===== config.mk =====
export PLATFORM = sky130hd
export DESIGN_NAME = fp_adder_top
export DESIGN_NICKNAME = d
export VERILOG_FILES = /design/src/common/fp_add_pkg.sv /design/src/fp_add/fp_align.sv /design/src/fp_add/fp_mag_addsub.sv /design/src/fp_add/fp_normalize.sv /design/src/hdl/fp_adder_top.sv /design/src/hdl/fp_classify.sv /design/src/hdl/fp_result_select.sv
export SDC_FILE = /design/constraint.sdc
export NUM_CORES = 1
export LEC_CHECK = 0
export ABC_AREA = 1
export BUFFER_PORTS_ARGS = -buffer_cell sky130_fd_sc_hd__buf_2
export CAP_MARGIN = 20
export CORE_AREA = 2 2 198 200
export DETAILED_ROUTE_END_ITERATION = 10
export DIE_AREA = 0 0 200 202
export GPL_TIMING_DRIVEN = 0
export SLEW_MARGIN = 20
export SYNTH_ARGS = -nofsm -noshare
export SYNTH_HDL_FRONTEND = slang
export SYNTH_HIERARCHICAL = 1
export SYNTH_SLANG_ARGS = --single-unit

===== constraint.sdc =====
create_clock -name clk_i -period 12.29 [get_ports clk_i]
set_clock_uncertainty 0.05 [all_clocks]
set_input_delay 0.6145 -clock clk_i [delete_from_list [all_inputs] [get_ports clk_i]]
set_output_delay 0.6145 -clock clk_i [all_outputs]
set_load 0.03 [all_outputs]

===== src/common/fp_add_pkg.sv =====
`default_nettype none

package fp_add_pkg;

  // binary32 field widths
  localparam int EXP_W   = 8;
  localparam int FRAC_W  = 23;

  // working widths of the datapath
  localparam int SIG_W   = FRAC_W + 1;
  localparam int EXT_W   = SIG_W + 3;
  localparam int SUM_W   = EXT_W + 1;
  localparam int LZC_W   = 5;

  localparam int EXP_MAX = 255;

  typedef logic [EXP_W-1:0]  exp_t;
  typedef logic [FRAC_W-1:0] frac_t;
  // hidden bit, fraction, guard, round, sticky
  typedef logic [EXT_W-1:0]  ext_sig_t;
  typedef logic [SUM_W-1:0]  sum_t;
  typedef logic [LZC_W-1:0]  lzc_t;

  // canonical quiet NaN mantissa, hidden bit and quiet bit set
  localparam ext_sig_t QNAN_MANT = {2'b11, {(EXT_W-2){1'b0}}};
  // infinity mantissa carries only the hidden bit
  localparam ext_sig_t INF_MANT  = {1'b1, {(EXT_W-1){1'b0}}};

  typedef enum logic [2:0] {
    CLS_ZERO,
    CLS_SUB,
    CLS_NORM,
    CLS_INF,
    CLS_QNAN,
    CLS_SNAN
  } fp_class_e;

endpackage

`default_nettype wire


===== src/fp_add/fp_align.sv =====
`timescale 1ns/1ps
`default_nettype none

module fp_align
  import fp_add_pkg::*;
(
  input  wire       sign_a_i,
  input  wire       sign_b_i,
  input  wire exp_t exp_a_i,
  input  wire exp_t exp_b_i,
  input  wire frac_t frac_a_i,
  input  wire frac_t frac_b_i,
  input  wire       sub_a_i,
  input  wire       sub_b_i,
  output logic      big_sign_o,
  output logic      small_sign_o,
  output exp_t      big_exp_o,
  output ext_sig_t  big_sig_o,
  output ext_sig_t  small_sig_o
);

  exp_t             eff_exp_a;
  exp_t             eff_exp_b;
  logic [SIG_W-1:0] sig_a;
  logic [SIG_W-1:0] sig_b;
  logic             a_is_big;
  exp_t             small_exp;
  exp_t             exp_diff;
  ext_sig_t         small_ext;
  ext_sig_t         lost_mask;

  // subnormals sit at exponent 1 without the hidden bit
  assign eff_exp_a = sub_a_i ? exp_t'(1) : exp_a_i;
  assign eff_exp_b = sub_b_i ? exp_t'(1) : exp_b_i;
  assign sig_a     = {(exp_a_i != '0), frac_a_i};
  assign sig_b     = {(exp_b_i != '0), frac_b_i};

  assign a_is_big  = (eff_exp_a > eff_exp_b) ||
                     ((eff_exp_a == eff_exp_b) && (sig_a >= sig_b));

  assign big_sign_o   = a_is_big ? sign_a_i : sign_b_i;
  assign small_sign_o = a_is_big ? sign_b_i : sign_a_i;
  assign big_exp_o    = a_is_big ? eff_exp_a : eff_exp_b;
  assign small_exp    = a_is_big ? eff_exp_b : eff_exp_a;
  assign big_sig_o    = a_is_big ? {sig_a, 3'b000} : {sig_b, 3'b000};
  assign small_ext    = a_is_big ? {sig_b, 3'b000} : {sig_a, 3'b000};

  assign exp_diff  = big_exp_o - small_exp;
  assign lost_mask = ~({EXT_W{1'b1}} << exp_diff);

  // right shift, everything that falls off lands in the sticky bit
  always_comb
  begin
    if (exp_diff >= exp_t'(EXT_W))
    begin
      small_sig_o = {{(EXT_W-1){1'b0}}, (small_ext != '0)};
    end
    else
    begin
      small_sig_o    = small_ext >> exp_diff;
      small_sig_o[0] = small_sig_o[0] | ((small_ext & lost_mask) != '0);
    end
  end

endmodule

`default_nettype wire


===== src/fp_add/fp_mag_addsub.sv =====
`timescale 1ns/1ps
`default_nettype none

module fp_mag_addsub
  import fp_add_pkg::*;
(
  input  wire           big_sign_i,
  input  wire           small_sign_i,
  input  wire ext_sig_t big_sig_i,
  input  wire ext_sig_t small_sig_i,
  output sum_t          raw_sum_o,
  output logic          raw_sign_o,
  output logic          cancel_o
);

  logic eff_sub;
  sum_t big_ext;
  sum_t small_ext;

  assign eff_sub   = big_sign_i ^ small_sign_i;
  assign big_ext   = {1'b0, big_sig_i};
  assign small_ext = {1'b0, small_sig_i};

  // big magnitude is never below small, so the difference stays positive
  always_comb
  begin
    if (eff_sub)
    begin
      raw_sum_o = big_ext - small_ext;
    end
    else
    begin
      raw_sum_o = big_ext + small_ext;
    end
  end

  assign raw_sign_o = big_sign_i;

  // exact zero difference, sticky included
  assign cancel_o = eff_sub && (big_sig_i == small_sig_i);

endmodule

`default_nettype wire


===== src/fp_add/fp_normalize.sv =====
`timescale 1ns/1ps
`default_nettype none

module fp_normalize
  import fp_add_pkg::*;
(
  input  wire sum_t raw_sum_i,
  input  wire exp_t big_exp_i,
  output exp_t      norm_exp_o,
  output ext_sig_t  norm_mant_o,
  output logic      overflow_o
);

  logic     carry;
  exp_t     exp_inc;
  ext_sig_t mant_low;
  lzc_t     lzc;
  exp_t     shift_limit;
  lzc_t     shift;
  ext_sig_t mant_shl;

  assign carry    = raw_sum_i[SUM_W-1];
  assign exp_inc  = big_exp_i + exp_t'(1);
  assign mant_low = raw_sum_i[EXT_W-1:0];

  // leading zero count, highest set bit wins
  always_comb
  begin
    lzc = lzc_t'(EXT_W);
    for (int i = 0; i < EXT_W; i++)
    begin
      if (mant_low[i])
      begin
        lzc = lzc_t'(EXT_W - 1 - i);
      end
    end
  end

  // never shift below exponent 1
  assign shift_limit = (big_exp_i == '0) ? '0 : big_exp_i - exp_t'(1);
  assign shift       = ({{(EXP_W-LZC_W){1'b0}}, lzc} > shift_limit) ?
                       shift_limit[LZC_W-1:0] : lzc;
  assign mant_shl    = mant_low << shift;

  always_comb
  begin
    if (carry)
    begin
      // fold the two dropped bits into sticky
      norm_mant_o = {raw_sum_i[SUM_W-1:2], raw_sum_i[1] | raw_sum_i[0]};
      norm_exp_o  = exp_inc;
    end
    else
    begin
      norm_mant_o = mant_shl;
      norm_exp_o  = big_exp_i - {{(EXP_W-LZC_W){1'b0}}, shift};
      // hidden bit still clear means a subnormal result
      if (!mant_shl[EXT_W-1])
      begin
        norm_exp_o = '0;
      end
    end
  end

  assign overflow_o = carry && (exp_inc == exp_t'(EXP_MAX));

endmodule

`default_nettype wire


===== src/hdl/fp_adder_top.sv =====
`timescale 1ns/1ps
`default_nettype none

module fp_adder_top
  import fp_add_pkg::*;
(
  input  wire        clk_i,
  input  wire        rst_n_i,
  input  wire        in_valid_i,
  input  wire        sign_a_i,
  input  wire        sign_b_i,
  input  wire exp_t  exp_a_i,
  input  wire exp_t  exp_b_i,
  input  wire frac_t frac_a_i,
  input  wire frac_t frac_b_i,
  output logic       out_valid_o,
  output logic       out_sign_o,
  output logic       invalid_o,
  output exp_t       out_exp_o,
  output ext_sig_t   out_mant_o
);

  fp_class_e class_a;
  fp_class_e class_b;
  logic      sub_a;
  logic      sub_b;
  logic      big_sign;
  logic      small_sign;
  exp_t      big_exp;
  ext_sig_t  big_sig;
  ext_sig_t  small_sig;
  sum_t      raw_sum;
  logic      raw_sign;
  logic      cancel;
  exp_t      norm_exp;
  ext_sig_t  norm_mant;
  logic      overflow;

  fp_classify fp_classify_a_i (
    .exp_i   (exp_a_i),
    .frac_i  (frac_a_i),
    .class_o (class_a)
  );

  fp_classify fp_classify_b_i (
    .exp_i   (exp_b_i),
    .frac_i  (frac_b_i),
    .class_o (class_b)
  );

  assign sub_a = (class_a == CLS_SUB);
  assign sub_b = (class_b == CLS_SUB);

  fp_align fp_align_i (
    .sign_a_i     (sign_a_i),
    .sign_b_i     (sign_b_i),
    .exp_a_i      (exp_a_i),
    .exp_b_i      (exp_b_i),
    .frac_a_i     (frac_a_i),
    .frac_b_i     (frac_b_i),
    .sub_a_i      (sub_a),
    .sub_b_i      (sub_b),
    .big_sign_o   (big_sign),
    .small_sign_o (small_sign),
    .big_exp_o    (big_exp),
    .big_sig_o    (big_sig),
    .small_sig_o  (small_sig)
  );

  fp_mag_addsub fp_mag_addsub_i (
    .big_sign_i   (big_sign),
    .small_sign_i (small_sign),
    .big_sig_i    (big_sig),
    .small_sig_i  (small_sig),
    .raw_sum_o    (raw_sum),
    .raw_sign_o   (raw_sign),
    .cancel_o     (cancel)
  );

  fp_normalize fp_normalize_i (
    .raw_sum_i   (raw_sum),
    .big_exp_i   (big_exp),
    .norm_exp_o  (norm_exp),
    .norm_mant_o (norm_mant),
    .overflow_o  (overflow)
  );

  fp_result_select fp_result_select_i (
    .clk_i       (clk_i),
    .rst_n_i     (rst_n_i),
    .in_valid_i  (in_valid_i),
    .sign_a_i    (sign_a_i),
    .sign_b_i    (sign_b_i),
    .raw_sign_i  (raw_sign),
    .cancel_i    (cancel),
    .overflow_i  (overflow),
    .class_a_i   (class_a),
    .class_b_i   (class_b),
    .norm_exp_i  (norm_exp),
    .norm_mant_i (norm_mant),
    .out_valid_o (out_valid_o),
    .out_sign_o  (out_sign_o),
    .invalid_o   (invalid_o),
    .out_exp_o   (out_exp_o),
    .out_mant_o  (out_mant_o)
  );

endmodule

`default_nettype wire


===== src/hdl/fp_classify.sv =====
`timescale 1ns/1ps
`default_nettype none

module fp_classify
  import fp_add_pkg::*;
(
  input  wire exp_t      exp_i,
  input  wire frac_t     frac_i,
  output fp_class_e      class_o
);

  logic exp_ones;
  logic exp_zero;
  logic frac_zero;

  assign exp_ones  = (exp_i == exp_t'(EXP_MAX));
  assign exp_zero  = (exp_i == '0);
  assign frac_zero = (frac_i == '0);

  // NaN checks come first, then infinity, zero and subnormal
  always_comb
  begin
    if (exp_ones && !frac_zero && !frac_i[FRAC_W-1])
    begin
      class_o = CLS_SNAN;
    end
    else if (exp_ones && frac_i[FRAC_W-1])
    begin
      class_o = CLS_QNAN;
    end
    else if (exp_ones)
    begin
      class_o = CLS_INF;
    end
    else if (exp_zero && frac_zero)
    begin
      class_o = CLS_ZERO;
    end
    else if (exp_zero)
    begin
      class_o = CLS_SUB;
    end
    else
    begin
      class_o = CLS_NORM;
    end
  end

endmodule

`default_nettype wire


===== src/hdl/fp_result_select.sv =====
`timescale 1ns/1ps
`default_nettype none

module fp_result_select
  import fp_add_pkg::*;
(
  input  wire            clk_i,
  input  wire            rst_n_i,
  input  wire            in_valid_i,
  input  wire            sign_a_i,
  input  wire            sign_b_i,
  input  wire            raw_sign_i,
  input  wire            cancel_i,
  input  wire            overflow_i,
  input  wire fp_class_e class_a_i,
  input  wire fp_class_e class_b_i,
  input  wire exp_t      norm_exp_i,
  input  wire ext_sig_t  norm_mant_i,
  output logic           out_valid_o,
  output logic           out_sign_o,
  output logic           invalid_o,
  output exp_t           out_exp_o,
  output ext_sig_t       out_mant_o
);

  logic     nan_any;
  logic     inf_a;
  logic     inf_b;
  logic     inf_clash;
  logic     invalid_d;
  logic     sign_d;
  exp_t     exp_d;
  ext_sig_t mant_d;

  assign nan_any   = (class_a_i inside {CLS_QNAN, CLS_SNAN}) ||
                     (class_b_i inside {CLS_QNAN, CLS_SNAN});
  assign inf_a     = (class_a_i == CLS_INF);
  assign inf_b     = (class_b_i == CLS_INF);
  assign inf_clash = inf_a && inf_b && (sign_a_i != sign_b_i);
  assign invalid_d = (class_a_i == CLS_SNAN) || (class_b_i == CLS_SNAN) || inf_clash;

  // special cases in priority order
  always_comb
  begin
    sign_d = raw_sign_i;
    exp_d  = norm_exp_i;
    mant_d = norm_mant_i;
    if (nan_any || inf_clash)
    begin
      sign_d = 1'b1;
      exp_d  = exp_t'(EXP_MAX);
      mant_d = QNAN_MANT;
    end
    else if (inf_a || inf_b)
    begin
      sign_d = inf_a ? sign_a_i : sign_b_i;
      exp_d  = exp_t'(EXP_MAX);
      mant_d = INF_MANT;
    end
    else if ((class_a_i == CLS_ZERO) && (class_b_i == CLS_ZERO))
    begin
      sign_d = sign_a_i & sign_b_i;
      exp_d  = '0;
      mant_d = '0;
    end
    else if (cancel_i)
    begin
      sign_d = 1'b0;
      exp_d  = '0;
      mant_d = '0;
    end
    else if (overflow_i)
    begin
      exp_d  = exp_t'(EXP_MAX);
      mant_d = INF_MANT;
    end
  end

  always_ff @(posedge clk_i)
  begin
    if (!rst_n_i)
    begin
      out_valid_o <= 1'b0;
      invalid_o   <= 1'b0;
    end
    else
    begin
      out_valid_o <= in_valid_i;
      if (in_valid_i)
      begin
        invalid_o <= invalid_d;
      end
    end
  end

  // result payload, loaded on each strobe
  always_ff @(posedge clk_i)
  begin
    if (in_valid_i)
    begin
      out_sign_o <= sign_d;
      out_exp_o  <= exp_d;
      out_mant_o <= mant_d;
    end
  end

endmodule

`default_nettype wire


# Word level (Yosys, flattened, before mapping)

Cells that the tools add are included.

$add $sub $neg: 6
$lt $le $gt $ge: 4
Equality and inequality tests: 14
Shift operators: 3
Multiplexer cells: 63
Bitwise gates (word level): 6
Reduce and logical (&&, ||, !) cells: 39

Operators with widths:

| operator                | number |
|---|---|
| $mux W27                | 7 |
| $mux W5                 | 17 |
| $mux W8                 | 10 |
| $reduce_bool A27 Y1     | 2 |
| $logic_not A23 Y1       | 2 |
| $mux W4                 | 8 |
| $add A27 B27 Y28        | 1 |
| $mux W28                | 1 |
| $sub A27 B27 Y28        | 1 |
| $and A27 B27 Y27        | 1 |
| $eq A27 B27 Y1          | 1 |
| $not A27 Y27            | 1 |
| $shl A27 B5 Y27         | 1 |
| $shl A27 B8 Y27 const A | 1 |
| $shr A27 B8 Y27         | 1 |
| $mux W26                | 1 |
| $eq A8 B8 Y1 const B    | 3 |
| $ge A24 B24 Y1          | 1 |
| $logic_not A8 Y1        | 3 |
| $mux W3                 | 8 |
| $reduce_bool A8 Y1      | 2 |
| $logic_and A1 B1 Y1     | 14 |
| $eq A3 B3 Y1 const B    | 4 |
| $add A8 B1 Y8 const B   | 1 |
| other kinds (21)        | 43 |

Register bits: 38
Input port bits: 67
Output and inout port bits: 38

# Longest topological paths before layout

Depth after elaboration: 56
Mapped depth: 104
Depth with buffers taken out: 100

# Hierarchy

The synthesis kept the hierarchy.

By module, submodules not included:

| module           | times used | cells an instance | area each (µm²) |
|---|---|---|---|
| fp_mag_addsub    | 1          | 853               | 4182.8 |
| fp_align         | 1          | 850               | 4093.9 |
| fp_normalize     | 1          | 553               | 2778.9 |
| fp_result_select | 1          | 159               | 1871.8 |
| fp_classify      | 2          | 39                | 172.7 |
| fp_adder_top     | 1          | 6                 | 27.5 |

# Worst setup path after synthesis

Ideal clock, no wire load.

Path kind: input to register
Start point: input port frac_b_i[12]
End point: register fp_result_select_i.out_exp_o[7], data pin
Setup time: 259 ps
Arrival: 10004 ps
Setup slack: 1977 ps
Cell stages on the path: 98
Buffers on the path: 5
Path through: nor2_1 > nand2_1 > nor2_2 > nand3_2 > a21oi_2 > inv_1 > nand2_1 > nor2_2 > nor2_1 > inv_1 > ha_1 > nand2_1 > nor2_2 > nand3_1 > nor2_1 > nand2_1 > nor2_2 > nand2_2 > [62 not listed] > inv_2 > buf_1 > ha_1 > nand2_1 > nor2_1 > a211oi_1 > nor2_1 > o21ai_0 > nand2_1 > inv_1 > nand3_1 > a21oi_1 > o21a_1 > a21oi_1 > nand2_1 > inv_1 > o211ai_1 > nand2_1

Elaborated cells between the ends (all ways): 92
Classes of those cells: add/sub (6); order compare (4); eq/ne (7); shift (3); mux (47); bitwise (4); reduce/logical (21)

RTL lines:

| what                                                    | line                                   | source |
|---|---|---|
| start: declaration                                      | fp_adder_top.sv:15                     | `input wire frac_t frac_b_i,` |
| $logic_not A23 Y1 (*)                                   | fp_classify.sv:18                      | `assign frac_zero = (frac_i == '0);` |
| $logic_and A1 B1 Y1                                     | fp_classify.sv:35                      | `else if (exp_zero && frac_zero)` |
| $mux W3                                                 | fp_classify.sv:35                      |  |
| $mux W3                                                 | fp_classify.sv:31                      | `else if (exp_ones)` |
| $mux W3                                                 | fp_classify.sv:27                      | `else if (exp_ones && frac_i[FRAC_W-1])` |
| $mux W3 (*)                                             | fp_classify.sv:23                      | `if (exp_ones && !frac_zero && !frac_i[FRAC_W-1])` |
| via class_b[1]                                          | fp_adder_top.sv:24                     | `fp_class_e class_b;` |
| $eq A3 B1 Y1 (*)                                        | fp_adder_top.sv:52                     | `assign sub_b = (class_b == CLS_SUB);` |
| via sub_b                                               | fp_adder_top.sv:26                     | `logic sub_b;` |
| [12 not listed]                                         | --                                     |  |
| via small_sig[0]                                        | fp_adder_top.sv:31                     | `ext_sig_t small_sig;` |
| [2 not listed]                                          | --                                     |  |
| via raw_sum[6]                                          | fp_adder_top.sv:32                     | `sum_t raw_sum;` |
| [22 not listed]                                         | --                                     |  |
| $mux W5                                                 | fp_normalize.sv:41                     | `assign shift = ({{(EXP_W-LZC_W){1'b0}}, lzc} > shift_limit) ?` |
| $sub A8 B5 Y8 / $shl A27 B5 Y27 (equally long branches) | fp_normalize.sv:56, fp_normalize.sv:43 |  |
| $mux W8 (*)                                             | fp_normalize.sv:58                     | `if (!mant_shl[EXT_W-1])` |
| $mux W8 (*)                                             | fp_normalize.sv:47                     | `if (carry)` |
| via norm_exp[7]                                         | fp_adder_top.sv:35                     | `exp_t norm_exp;` |
| $mux W8 (*)                                             | fp_result_select.sv:72                 | `else if (overflow_i)` |
| $mux W8 (*)                                             | fp_result_select.sv:66                 | `else if (cancel_i)` |
| $mux W8 (*)                                             | fp_result_select.sv:60                 | `else if ((class_a_i == CLS_ZERO) && (class_b_i == CLS_ZERO))` |
| end signal: assignment                                  | fp_result_select.sv:102                | `out_exp_o <= exp_d;` |
| end: declaration                                        | fp_result_select.sv:22                 | `output exp_t out_exp_o,` |

Mark *: on every way through the listed nets, which the timed path passes.
A chain may end at the register's enable or synchronous reset.

# Worst setup path in the final report

Start point: input port frac_b_i[12]
End point: register fp_result_select_i.out_exp_o[7], data pin

Elaborated cells between the ends (all ways): 92
Classes of those cells: add/sub (6); order compare (4); eq/ne (7); shift (3); mux (47); bitwise (4); reduce/logical (21)

RTL lines:

| what                                                    | line                                   | source |
|---|---|---|
| $logic_not A23 Y1 (*)                                   | fp_classify.sv:18                      |  |
| $logic_and A1 B1 Y1                                     | fp_classify.sv:35                      |  |
| $mux W3                                                 | fp_classify.sv:35                      |  |
| $mux W3                                                 | fp_classify.sv:31                      |  |
| $mux W3                                                 | fp_classify.sv:27                      |  |
| $mux W3 (*)                                             | fp_classify.sv:23                      |  |
| via class_b[0]                                          | fp_adder_top.sv:24                     |  |
| $eq A3 B1 Y1 (*)                                        | fp_adder_top.sv:52                     |  |
| via sub_b                                               | fp_adder_top.sv:26                     |  |
| [5 not listed]                                          | --                                     |  |
| via big_exp[2]                                          | fp_adder_top.sv:29                     | `exp_t big_exp;` |
| [7 not listed]                                          | --                                     |  |
| via small_sig[0]                                        | fp_adder_top.sv:31                     |  |
| [2 not listed]                                          | --                                     |  |
| via raw_sum[6]                                          | fp_adder_top.sv:32                     |  |
| [22 not listed]                                         | --                                     |  |
| $mux W5                                                 | fp_normalize.sv:41                     |  |
| $sub A8 B5 Y8 / $shl A27 B5 Y27 (equally long branches) | fp_normalize.sv:56, fp_normalize.sv:43 |  |
| $mux W8 (*)                                             | fp_normalize.sv:58                     |  |
| $mux W8 (*)                                             | fp_normalize.sv:47                     |  |
| via norm_exp[7]                                         | fp_adder_top.sv:35                     |  |
| $mux W8 (*)                                             | fp_result_select.sv:72                 |  |
| $mux W8 (*)                                             | fp_result_select.sv:66                 |  |
| $mux W8 (*)                                             | fp_result_select.sv:60                 |  |

Marks and branches as above.

==> results.md <==
- Dpl ws: -1210 ps
- Non-filler cells, final: 3148
- Total Wirelength: 54600 um
- DR iter-0 viols: 1469
- Vias in the first global route: 15300
- Worst-Margin Slew: 1050 ps
- CTS Sinks: 38
- Num CTS Buffers: 5
- Max-Cap Viols: 0
- Largest net degree at the start of global routing: 40
- CP Launch Point: frac_b_i[12]
- CTS tree: yes
- Post-synth EDFFs: 36
- CP Class: in -> reg
- CP Capture Type: register
- Grt met1 use: 34.7%
- Setup ws final: 638 ps
- Row Count: 72
- Crit path to: fp_result_select_i/out_exp_o[7]
- ANT nets after route: 0
- Initial antenna violation count: 2
- Final Cycle Share: 94.8%
- Nets: 2800
- IO Pins: 105
- WHS: 470 ps
- Worst endpoint required time: 12270 ps
- Die ar.: 40400 um2
- Most common cell on crit path: nand2_1
- First-pass DRT Iterations: 6
- Gpl congestion: 1.03
- Syn_area_per_cell: 5.32 um2
- Sequential-to-total area share from yosys stat: 8.43%
- First-pass GRT wire length: 84100 um
- Total power divided by cell area: 180 nW/um2
- Crit path time final: 11650 ps
- R2r startpoint: fp_result_select_i/invalid_o
- Root Buffer: clkbuf_16
- Total track usage: 26.6%
- Chip Height: 202 um
- GRT busiest layer: met2
- FF-to-FF End: fp_result_select_i/invalid_o
- Starting Density: 34.7%
- Post-route DRC: 0
- Fin. Hold Viols: 0
- Area Growth Syn to Fin: 15.3%
- Leak: 8.03 nW
- Via Count: 16800
- R2R depth: 2
- Placed Cells: 3123
- GR Util met2: 43.4%
- Grt met3 use: 1.72%
- Syn Inst Count: 2499
- CP max stage delay: 650 ps
- Post-synthesis cell type count: 60
- Half-perimeter wire length after placement: 46100 um
- Drt wl/cell: 17.4 um
- Rel. slew slack: 29.3%
- Total grt overflow: 0
- Post-Syn Area: 13300 um2
- Clk buf depth: 2
- H-Tree Depth: 2
- # hold bufs at CTS: 0
- Worst min-delay path class: in -> reg
- Status: completed
- Slew Limit Fails: 0
- Port bufs: 104
- Core area: 38300 um2
- Worst reg-to-reg setup slack: 11600 ps
- Slowest-stage cell, CP: xor2_2
- Util after Layout: 40.0%
- Via density: 5.33
- Ys Warns: 6
- Worst path arrival time: 11640 ps
- Layout cells sized above 1: 14.8%
- Top FF cell, synth: edfxtp_1
- FMAX: 85.8 MHz
- Number of setup violations in the final report: 0
- Startpoint Class: primary input
- Die Width: 200 um
- Peak supply drop: 0.0744 mV
- Fraction of registers with async set/reset: 0%
- Fillers: 4310
- Latest clock arrival within the worst-skew pair: 290 ps
- Crit Path Max Fanout: 10
- CTS clk-pin slew, worst paths: 60 ps
- Yosys reg bits: 38
==> sequential cells by signal, summed over array words and instances (netlist names) <==
signal and count:
fp_result_select_i/out_valid_o 1, fp_result_select_i/out_mant_o 27, fp_result_select_i/out_exp_o 8, fp_result_select_i/out_sign_o 1, fp_result_select_i/invalid_o 1
==> logic make-up after synthesis <==
| family | after synthesis | synth area share (%) |
|---|---|---|
| AO/OA/AOI/OAI | 331 | 14.2 |
| other | 1 | 0.0282 |
| XOR/XNOR | 25 | 1.76 |
| adder cells (fa/ha/maj) | 106 | 10.1 |
| flip-flops | 38 | 8.43 |
| AND/OR/NAND/NOR | 1497 | 50.3 |
| buffers and inverters | 501 | 15.2 |
==> routing by layer <==
layer | up-vias | wire [um]
li1 | 8245 | -
met3 | 124 | 3680
met2 | 770 | 24700
met5 | - | 0
met1 | 7643 | 23000
met4 | 0 | 3210
==> worst max-delay path, delay by kind of cell <==
kind            cells  cell delay, ps
buf+inv            13            1730
simple gates       50            5190
compound gates     11            1840
fa+ha+maj           5            1450
xor+xnor            2             790
==> report_power, final <==
group,internal [mW],switching (mW)
clock network,0.115,0.0479
logic,0.754,1.59
registers,0.242,0.0115
==> Yosys cell counts (15+ instances only) <==
cell type	n	area share, %
a21oi_1	100	3.8
buf_2	30	1.1
clkbuf_1	38	1.1
edfxtp_1	36	8.1
ha_1	103	9.7
inv_1	378	11
inv_2	21	0.59
nand2_1	804	23
nand2_2	17	0.80
nand3_1	299	11
nand3_2	15	1.1
nand4_1	49	2.3
nor2_1	206	5.8
nor2_2	23	1.1
nor2_4	22	1.9
nor3_1	18	0.68
o211ai_1	32	1.8
o21ai_0	113	4.3
o21ai_1	35	1.3
xor2_1	22	1.4
==> how the worst min path moves through the flow <==
stage / from / end / slack (ps) / cells past startpoint
6_report: rst_n_i / fp_result_select_i/out_valid_o / 470 / 3
5_1_grt: rst_n_i / fp_result_select_i/out_valid_o / 520 / 3
4_1_cts: rst_n_i / fp_result_select_i/out_valid_o / 470 / 3
3_5_place_dp: fp_result_select_i/invalid_o / fp_result_select_i/invalid_o / 470 / 2
3_3_place_gp: fp_result_select_i/invalid_o / fp_result_select_i/invalid_o / 470 / 2
2_1_floorplan: fp_result_select_i/invalid_o / fp_result_select_i/invalid_o / 610 / 2
==> area by class of cell <==
class | instances | area, um2 | share of cell area, %
inverter | 406 | 1530 | 10.0
buffer | 93 | 528 | 3.44
clock inverter | 3 | 63.8 | 0.416
timing repair buffer | 121 | 648 | 4.23
tap | 518 | 648 | 4.23
clock buffer | 5 | 125 | 0.816
sequential | 38 | 1120 | 7.31
antenna | 2 | 5.00 | 0.0326
multi-input combinational | 1962 | 10700 | 69.5
==> through the flow <==
step                      power, mW  setup TNS (ps)  instance area [um2]
after detailed placement       2.43           -4620                14500
after CTS                      2.62               0                14700
final                          2.76               0                15300
after global routing           3.01            -159                15300
after floorplan                1.85               0                13300
after global placement         2.43           -4310                14500
==> placed cells by master (no fill, tap or decap), types with 24 or more instances in the layout <==
cell | netlist | layout
nand2_2 | 17 | 29
nand3_1 | 299 | 288
nand2_1 | 804 | 790
a21oi_1 | 100 | 93
ha_1 | 103 | 94
nand4_1 | 49 | 49
o211ai_1 | 32 | 32
nor2_2 | 23 | 32
edfxtp_1 | 36 | 36
nor2_4 | 22 | 29
buf_2 | 30 | 130
inv_1 | 378 | 372
buf_4 | 6 | 24
o21ai_0 | 113 | 107
inv_2 | 21 | 26
clkbuf_1 | 38 | 34
o21ai_1 | 35 | 33
nor2_1 | 206 | 190
==> repair_timing <==
item / CTS / global route
setup endpoints to repair: 5 / 35
pin swaps: 3 / 21
gates resized for setup: 13 / 132
buffers inserted: 3 / 14
Power figures use the tool's default switching activity.
